`config.mk`:
```
export PLATFORM = sky130hd
export DESIGN_NAME = memory_hierarchy
export DESIGN_NICKNAME = d
export VERILOG_FILES = /design/src/common/lc3b_types.sv /design/src/common/cache_line_if.sv /design/src/l1_cache/l1_cache.sv /design/src/logic/cache_arbiter.sv /design/src/victim_cache/victim_cache.sv /design/src/logic/memory_hierarchy.sv
export SDC_FILE = /design/constraint.sdc
export NUM_CORES = 2
export LEC_CHECK = 0
export BUFFER_PORTS_ARGS = -buffer_cell sky130_fd_sc_hd__buf_2
export CORE_MARGIN = 8
export CORE_UTILIZATION = 48
export DETAILED_ROUTE_END_ITERATION = 7
export GPL_ROUTABILITY_DRIVEN = 0
export SLEW_MARGIN = 20
export SYNTH_ARGS = -nofsm -noshare
export SYNTH_HDL_FRONTEND = slang
export SYNTH_SLANG_ARGS = --single-unit
```
`constraint.sdc`:
```
create_clock -name clk -period 13.1 [get_ports clk]
set_input_delay 0.655 -clock clk [delete_from_list [all_inputs] [get_ports clk]]
set_output_delay 0.655 -clock clk [all_outputs]
set_load 0.1 [all_outputs]
```
`src/common/lc3b_types.sv`:
```
package lc3b_types;

// Basic data widths.
typedef logic [15:0] lc3b_word;
typedef logic [127:0] lc3b_cache_line;

// Byte address fields as seen by an L1 cache.
// Tag is bits 15 to 7, index bits 6 to 4, word offset bits 3 to 1.
typedef logic [8:0] lc3b_tag;
typedef logic [2:0] lc3b_index;
typedef logic [2:0] lc3b_offset;

// Cache geometry.
localparam int l1_sets = 8;
localparam int victim_entries = 4;

// L1 controller.
typedef enum logic [1:0] {
	l1_idle,
	l1_evict,
	l1_fill
} l1_state_t;

// Victim cache controller.
typedef enum logic [1:0] {
	vc_idle,
	vc_writeback,
	vc_fetch,
	vc_respond
} victim_state_t;

// Line bus arbiter.
typedef enum logic [1:0] {
	arb_idle,
	arb_grant_i,
	arb_grant_d
} arb_state_t;

endpackage : lc3b_types

```
`src/common/cache_line_if.sv`:
```
`timescale 1ns/100ps

interface cache_line_if;
	import lc3b_types::*;

	// Driven by the requester.
	lc3b_word address;
	lc3b_cache_line wdata;
	logic read;
	logic write;
	logic dirty;

	// Driven by the responder.
	lc3b_cache_line rdata;
	logic rdirty;
	logic resp;

	modport requester (output address, wdata, read, write, dirty,
		input rdata, rdirty, resp);

	modport responder (input address, wdata, read, write, dirty,
		output rdata, rdirty, resp);

endinterface : cache_line_if

```
`src/l1_cache/l1_cache.sv`:
```
`timescale 1ns/100ps

module l1_cache
(
	input logic clk,
	input logic reset,

	// CPU side.
	input lc3b_types::lc3b_word mem_address,
	input lc3b_types::lc3b_word mem_wdata,
	input logic mem_read,
	input logic mem_write,
	input logic [1:0] mem_byte_enable,
	output lc3b_types::lc3b_word mem_rdata,
	output logic mem_resp,

	// Line bus towards the arbiter.
	cache_line_if.requester line
);

import lc3b_types::*;

l1_state_t state;

lc3b_cache_line data [l1_sets];
lc3b_tag tags [l1_sets];
logic [l1_sets-1:0] valid;
logic [l1_sets-1:0] dirty;

lc3b_tag tag;
lc3b_index index;
lc3b_offset offset;
logic request;
logic hit;
logic serve;
lc3b_cache_line write_line;

assign tag = mem_address[15:7];
assign index = mem_address[6:4];
assign offset = mem_address[3:1];

assign request = mem_read | mem_write;
assign hit = valid[index] && (tags[index] == tag);

// A held request is served once; the cycle with mem_resp high is skipped.
assign serve = (state == l1_idle) && request && !mem_resp && hit;

// Merge the enabled bytes into the addressed word of the line.
always_comb begin
	write_line = data[index];
	if (mem_byte_enable[0])
		write_line[{offset, 4'd0} +: 8] = mem_wdata[7:0];
	if (mem_byte_enable[1])
		write_line[{offset, 4'd8} +: 8] = mem_wdata[15:8];
end

// Old line goes out during evict, new line address during fill.
assign line.address = (state == l1_evict) ? {tags[index], index, 4'b0000}
	: {mem_address[15:4], 4'b0000};
assign line.wdata = data[index];
assign line.dirty = dirty[index];
assign line.write = (state == l1_evict);
assign line.read = (state == l1_fill);

always_ff @(posedge clk) begin
	if (reset) begin
		state <= l1_idle;
		mem_resp <= 1'b0;
		valid <= '0;
		dirty <= '0;
	end else begin
		mem_resp <= 1'b0;
		case (state)
			l1_idle: begin
				if (serve) begin
					mem_resp <= 1'b1;
					if (mem_write)
						dirty[index] <= 1'b1;
				end else if (request && !mem_resp && !hit) begin
					// Every valid line is handed to the victim cache.
					if (valid[index])
						state <= l1_evict;
					else
						state <= l1_fill;
				end
			end
			l1_evict: begin
				if (line.resp)
					state <= l1_fill;
			end
			l1_fill: begin
				if (line.resp) begin
					valid[index] <= 1'b1;
					// A line returned from the victim cache may still be dirty.
					dirty[index] <= line.rdirty;
					state <= l1_idle;
				end
			end
			default: state <= l1_idle;
		endcase
	end
end

always_ff @(posedge clk) begin
	if (serve) begin
		mem_rdata <= data[index][{offset, 4'd0} +: 16];
		if (mem_write)
			data[index] <= write_line;
	end
	if ((state == l1_fill) && line.resp) begin
		data[index] <= line.rdata;
		tags[index] <= tag;
	end
end

endmodule : l1_cache

```
`src/logic/cache_arbiter.sv`:
```
`timescale 1ns/100ps

module cache_arbiter
(
	input logic clk,
	input logic reset,

	cache_line_if.responder i_line,
	cache_line_if.responder d_line,
	cache_line_if.requester v_line
);

import lc3b_types::*;

arb_state_t state;

// Set when the data cache wins the next tie.
logic prefer_d;

logic i_req;
logic d_req;
logic sel_d;

assign i_req = i_line.read | i_line.write;
assign d_req = d_line.read | d_line.write;
assign sel_d = (state == arb_grant_d);

// Granted requester drives the victim side.
assign v_line.address = sel_d ? d_line.address : i_line.address;
assign v_line.wdata = sel_d ? d_line.wdata : i_line.wdata;
assign v_line.dirty = sel_d ? d_line.dirty : i_line.dirty;
assign v_line.read = (state == arb_grant_i) ? i_line.read
	: (state == arb_grant_d) ? d_line.read : 1'b0;
assign v_line.write = (state == arb_grant_i) ? i_line.write
	: (state == arb_grant_d) ? d_line.write : 1'b0;

// Data is shared, resp only reaches the granted side.
assign i_line.rdata = v_line.rdata;
assign i_line.rdirty = v_line.rdirty;
assign i_line.resp = (state == arb_grant_i) && v_line.resp;
assign d_line.rdata = v_line.rdata;
assign d_line.rdirty = v_line.rdirty;
assign d_line.resp = (state == arb_grant_d) && v_line.resp;

always_ff @(posedge clk) begin
	if (reset) begin
		state <= arb_idle;
		prefer_d <= 1'b0;
	end else begin
		case (state)
			arb_idle: begin
				if (i_req && d_req)
					state <= prefer_d ? arb_grant_d : arb_grant_i;
				else if (d_req)
					state <= arb_grant_d;
				else if (i_req)
					state <= arb_grant_i;
			end
			arb_grant_i, arb_grant_d: begin
				// Release after one transaction and favour the other side.
				if (v_line.resp) begin
					prefer_d <= (state == arb_grant_i);
					state <= arb_idle;
				end
			end
			default: state <= arb_idle;
		endcase
	end
end

endmodule : cache_arbiter

```
`src/victim_cache/victim_cache.sv`:
```
`timescale 1ns/100ps

module victim_cache
(
	input logic clk,
	input logic reset,

	// Line bus from the arbiter.
	cache_line_if.responder line,

	// Physical memory.
	output lc3b_types::lc3b_word pmem_address,
	output logic pmem_read,
	output logic pmem_write,
	output lc3b_types::lc3b_cache_line pmem_wdata,
	input lc3b_types::lc3b_cache_line pmem_rdata,
	input logic pmem_resp
);

import lc3b_types::*;

typedef logic [$clog2(victim_entries)-1:0] way_t;

victim_state_t state;

// Entries are tagged with the full line address.
lc3b_cache_line data [victim_entries];
lc3b_word tags [victim_entries];
logic [victim_entries-1:0] valid;
logic [victim_entries-1:0] dirty;

// Ages form a permutation, the oldest entry has the highest age.
way_t age [victim_entries];

logic hit;
way_t hit_way;
logic free_found;
way_t repl_way;
way_t slot_q;
logic resp_q;
lc3b_cache_line out_line;
logic out_dirty;

logic store_now;
logic do_store;
way_t store_way;

always_comb begin
	hit = 1'b0;
	hit_way = '0;
	for (int i = 0; i < victim_entries; i++) begin
		if (valid[i] && (tags[i][15:4] == line.address[15:4])) begin
			hit = 1'b1;
			hit_way = way_t'(i);
		end
	end
end

// A free entry is used first, else the LRU one.
always_comb begin
	free_found = 1'b0;
	repl_way = '0;
	for (int i = 0; i < victim_entries; i++)
		if (age[i] == way_t'(victim_entries - 1))
			repl_way = way_t'(i);
	for (int i = 0; i < victim_entries; i++) begin
		if (!valid[i] && !free_found) begin
			free_found = 1'b1;
			repl_way = way_t'(i);
		end
	end
end

// Only a dirty LRU entry delays the store.
assign store_now = (state == vc_idle) && line.write && !resp_q
	&& (free_found || !dirty[repl_way]);
assign do_store = store_now || ((state == vc_writeback) && pmem_resp);
assign store_way = (state == vc_writeback) ? slot_q : repl_way;

assign pmem_read = (state == vc_fetch);
assign pmem_write = (state == vc_writeback);
assign pmem_address = (state == vc_writeback) ? tags[slot_q] : line.address;
assign pmem_wdata = data[slot_q];

assign line.rdata = out_line;
assign line.rdirty = out_dirty;
assign line.resp = resp_q;

always_ff @(posedge clk) begin
	if (reset) begin
		state <= vc_idle;
		resp_q <= 1'b0;
		valid <= '0;
		dirty <= '0;
		slot_q <= '0;
		for (int i = 0; i < victim_entries; i++)
			age[i] <= way_t'(i);
	end else begin
		resp_q <= 1'b0;
		if (do_store) begin
			valid[store_way] <= 1'b1;
			dirty[store_way] <= line.dirty;
			for (int i = 0; i < victim_entries; i++)
				if (age[i] < age[store_way])
					age[i] <= age[i] + 1'b1;
			age[store_way] <= '0;
		end
		case (state)
			vc_idle: begin
				if (!resp_q && line.write) begin
					if (!free_found && dirty[repl_way]) begin
						slot_q <= repl_way;
						state <= vc_writeback;
					end else begin
						state <= vc_respond;
					end
				end else if (!resp_q && line.read) begin
					// The line moves back up, so the entry is freed.
					if (hit) begin
						valid[hit_way] <= 1'b0;
						state <= vc_respond;
					end else begin
						state <= vc_fetch;
					end
				end
			end
			vc_writeback, vc_fetch: begin
				if (pmem_resp)
					state <= vc_respond;
			end
			vc_respond: begin
				resp_q <= 1'b1;
				state <= vc_idle;
			end
			default: state <= vc_idle;
		endcase
	end
end

always_ff @(posedge clk) begin
	if (do_store) begin
		data[store_way] <= line.wdata;
		tags[store_way] <= line.address;
	end
	if ((state == vc_idle) && !resp_q && line.read && hit) begin
		out_line <= data[hit_way];
		out_dirty <= dirty[hit_way];
	end
	if ((state == vc_fetch) && pmem_resp) begin
		out_line <= pmem_rdata;
		out_dirty <= 1'b0;
	end
end

endmodule : victim_cache

```
`src/logic/memory_hierarchy.sv`:
```
`timescale 1ns/100ps

module memory_hierarchy
(
	input logic clk,
	input logic reset,

	// Instruction port.
	input lc3b_types::lc3b_word inst_address,
	input lc3b_types::lc3b_word inst_wdata,
	input logic inst_read,
	input logic inst_write,
	input logic [1:0] inst_byte_enable,
	output lc3b_types::lc3b_word inst_rdata,
	output logic inst_resp,

	// Data port.
	input lc3b_types::lc3b_word data_address,
	input lc3b_types::lc3b_word data_wdata,
	input logic data_read,
	input logic data_write,
	input logic [1:0] data_byte_enable,
	output lc3b_types::lc3b_word data_rdata,
	output logic data_resp,

	// Physical memory.
	output lc3b_types::lc3b_word pmem_address,
	output logic pmem_read,
	output logic pmem_write,
	output lc3b_types::lc3b_cache_line pmem_wdata,
	input lc3b_types::lc3b_cache_line pmem_rdata,
	input logic pmem_resp
);

cache_line_if i_line();
cache_line_if d_line();
cache_line_if v_line();

l1_cache icache_obj
(
	.clk,
	.reset,
	.mem_address(inst_address),
	.mem_wdata(inst_wdata),
	.mem_read(inst_read),
	.mem_write(inst_write),
	.mem_byte_enable(inst_byte_enable),
	.mem_rdata(inst_rdata),
	.mem_resp(inst_resp),
	.line(i_line)
);

l1_cache dcache_obj
(
	.clk,
	.reset,
	.mem_address(data_address),
	.mem_wdata(data_wdata),
	.mem_read(data_read),
	.mem_write(data_write),
	.mem_byte_enable(data_byte_enable),
	.mem_rdata(data_rdata),
	.mem_resp(data_resp),
	.line(d_line)
);

// Both L1 caches share one line bus to the victim cache.
cache_arbiter arbiter_obj
(
	.clk,
	.reset,
	.i_line(i_line),
	.d_line(d_line),
	.v_line(v_line)
);

victim_cache victim_cache_obj
(
	.clk,
	.reset,
	.line(v_line),
	.pmem_address,
	.pmem_read,
	.pmem_write,
	.pmem_wdata,
	.pmem_rdata,
	.pmem_resp
);

endmodule : memory_hierarchy

```
==> run metrics <==
CP Buf/Inv Count=5; Vias/cell=between 6 and 7; layout cells sized above 1=about 16%; worst slew pin tran=around 1200 ps; initial antenna violation count=between 40 and 50; antenna-violating nets left=0; CTS tree=built; CP cell instances=inv_1 -> ha_1 -> inv_1 -> nor2_1 -> a32oi_1 -> o31ai_4 -> xor2_1 -> nor4_1 -> and4b_4 -> nor2_4 -> buf_4 -> buf_4 -> buf_4 -> a22o_1 -> o22a_1; first-pass GRT wire length=about 600000 um; max_cap viols=0; Worst R2R Start=dcache_obj.state[1]$_SDFFE_PP0P_; critical path arrival=roughly 7400 ps; Post-DP Area=~0.13 mm2; min-delay worst type=input pin to flop; Final Max Tran Viols=0; netlist area before placement=around 0.12 mm2; Residual DRC=0; hold path cells=2; CTS root buffer=clkbuf_16; Post-synth EDFFs=just under 3k; DIE AREA=around 0.27 mm2; setup slack, reg-to-reg=between 6000 and 7000 ps; core footprint=between 0.2 and 0.3 mm2; final period utilization=50.5%; Synth cell types=84; I/O pin cnt=between 300 and 400; GRT Total Usage=a little under a third; Post-Syn Instances=between 7k and 8k; dpl cells=between 10k and 15k; ys flop type=edfxtp_1; Power Density=about 160 mW/mm2; CTS buffer count=around 330; Resize count post-CTS=0; pin count of the biggest net entering global routing=roughly 150; initial DRC count=12.2k; maximum vdd drop=around 0.14 mV; WL per Instance=38.2 um; Setup Crit Path Kind=flop to flop; crit-path max FO=51; Via Count=78.7k; Overflow after GRT=0; RR Endpoint=victim_cache_obj.line.rdata[76]$_DFFE_PP_; outcome=finished, final reports clean; vias in the first global route=73.8k; Slew headroom=between 15 and 20%; top achievable clock speed=about 150 MHz; Starting Density=roughly 48%; Tmin final=6610 ps; Crit path largest cell delay=870 ps; number of port buffers=between 300 and 400; WL final=445000 um; Clk pin slew, worst setup/hold paths=around 60 ps; post-route design area=approximately 0.14 mm2; Top cell by count, worst path=buf_4; sequential element share of the synthesized area=about 73%; Mapped Avg Cell Area=15.9 um2; fraction of registers with async set/reset=0%; post-CTS setup buffer count=0; count of nets after finishing=between 8k and 9k; critical path required time=between 10000 and 15000 ps; endpoint class of the critical path=flop; flip-flop and latch count after synthesis=2977; die height=between 500 and 600 um; FP Rows=~190; Yosys warnings=0; setup TNS=0 ps; Die Wd=between 500 and 600 um; Static Leak=between 40 and 50 nW; Worst R2R Path Depth=15; hold worst-path end=victim_cache_obj.line.rdata[19]$_DFFE_PP_; RSZ-0062 raised after global routing=false; family with the most delay on the worst path=buffers and inverters; Non-Filler Instances=11.7k; Area Overhead vs Synth=13.0%; Hold Crit Start=pmem_rdata[19]; final hold vios=0; Clock Skew=about 80 ps; Sink Count=2977; hpwl dp=roughly 280000 um; clk buf depth=4; CTS H-tree depth=5; critical path launch point type=flop; 1st-pass router iterations=7; endpoints failing setup=0; CP max stage cell=buf_4; Worst-Skew Late Latency=960 ps
==> worst register-to-register path, stage by stage, from the launching register on <==
cell,delay (ps)
dfxtp_1,340
inv_1,80
ha_1,640
inv_1,190
nor2_1,710
a32oi_1,510
o31ai_4,270
xor2_1,210
nor4_1,90
and4b_4,490
nor2_4,200
buf_4,710
buf_4,980
buf_4,690
a22o_1,260
o22a_1,140
==> cells in the mapped netlist, types with 30 or more instances <==
library cell     n  area share [%]
clkbuf_1       385             1.2
edfxtp_1      2912              72
buf_2           53            0.22
ha_1            33            0.34
dfxtp_1         65             1.1
a22oi_1        640             3.9
o21ai_0        270             1.1
nand4_1         55            0.28
nor2_1         650             2.0
a221oi_1       177             1.3
inv_1           47            0.14
o22a_1         128            0.92
a22o_1         267             1.9
a31oi_1         75            0.38
buf_6           30            0.28
buf_1           72            0.22
nor3_1          33            0.14
mux2_2          41            0.38
nand2_1        214            0.66
a21oi_1        421             1.7
nand3_1         35            0.14
mux4_2         211             3.9
and3_1         154            0.79
xor2_1          40            0.29
mux2i_1        404             3.3
==> power breakdown <==
part           leakage, nW  switching [W]  total (W)  internal, W
sequential            26.8       0.000127     0.0109       0.0108
combinational         14.0        0.00186    0.00242     0.000557
clock                 4.89        0.00370    0.00879      0.00510
==> cells in the final DEF (no fill, tap or decap), drive strengths merged, types with 117 or more instances in the layout <==
master  instances
clkbuf        414
edfxtp       2912
buf           521
a22oi         643
a221oi        180
nor2          653
nand2         214
o22a          128
mux2i         404
o21ai         285
mux4          211
a21oi         421
clkinv        117
and3          154
a22o          267
==> worst max path at each step <==
| stage | start | end | cells past startpoint |
|---|---|---|---|
| after detailed placement | data_address[5] | victim_cache_obj.line.rdata[76]$_DFFE_PP_ | 15 |
| after floorplan | data_address[4] | dcache_obj.data[0][0]$_DFFE_PP_ | 13 |
| after global placement | data_address[5] | victim_cache_obj.line.rdata[102]$_DFFE_PP_ | 13 |
| final | dcache_obj.state[1]$_SDFFE_PP0P_ | victim_cache_obj.line.rdata[76]$_DFFE_PP_ | 15 |
| after CTS | dcache_obj.state[1]$_SDFFE_PP0P_ | victim_cache_obj.line.rdata[98]$_DFFE_PP_ | 15 |
| after global routing | dcache_obj.state[1]$_SDFFE_PP0P_ | victim_cache_obj.line.rdata[89]$_DFFE_PP_ | 15 |
==> state kept, by name, indices dropped and copies added, names as in the netlist, 4 cells and up, named ones only <==
register / cells
victim_cache_obj.dirty: 4
icache_obj.tags: 72
victim_cache_obj.valid: 4
icache_obj.dirty: 8
icache_obj.mem_rdata: 16
dcache_obj.data: 1024
victim_cache_obj.data: 512
dcache_obj.tags: 72
dcache_obj.dirty: 8
icache_obj.data: 1024
icache_obj.valid: 8
dcache_obj.mem_rdata: 16
victim_cache_obj.age: 8
dcache_obj.valid: 8
victim_cache_obj.line.rdata: 128
victim_cache_obj.tags: 48
==> metal layers <==
layer / GRT usage, % / vias up / wire length (um)
met2: 46.9 / 5579 / 195000
met1: 42.5 / 40400 / 163000
met5: 0 / - / 64
met4: 20.3 / 10 / 34700
li1: - / 31800 / -
met3: 7.51 / 987 / 52500
==> final cells by class <==
cell class | instances | area (um2)
diodes | 29 | 72.6
clock buffers | 413 | 8750
clock inverters | 151 | 1260
fillers | 20200 | 116000
inverters | 53 | 204
multi-input cells | 4115 | 31200
flip-flops and latches | 2977 | 88800
well taps | 3366 | 4210
repair buffers | 556 | 3630
==> cells by family after synthesis <==
| kind of cell | after synthesis | synth area share [%] |
|---|---|---|
| and+or+nand+nor | 1265 | 4.74 |
| other | 1 | 0.00307 |
| AOI/OAI and AO/OA | 2091 | 12.1 |
| muxes | 662 | 7.64 |
| buffers and inverters | 606 | 2.14 |
| xor gates and xnor gates | 60 | 0.430 |
| DFF | 2977 | 72.6 |
| adders and majority gates | 33 | 0.338 |
==> metrics by stage <==
step           setup WS [ps]  util (%)  hold slack [ps]  total power, W
3_5_place_dp            5880      50.3              457          0.0135
3_3_place_gp            5950      50.3              445          0.0134
2_1_floorplan           1010         -              431          0.0124
6_report                6490      54.4             45.0          0.0221
4_1_cts                 6510      54.4            0.141          0.0221
5_1_grt                 6380      54.4             21.1          0.0226
==> repair_timing <==
item,4_1_cts,5_1_grt
hold endpoints to repair,44,0
setup endpoints to repair,0,0
hold buffers,34,0
No activity file was read; power rests on OpenSTA's default activity.
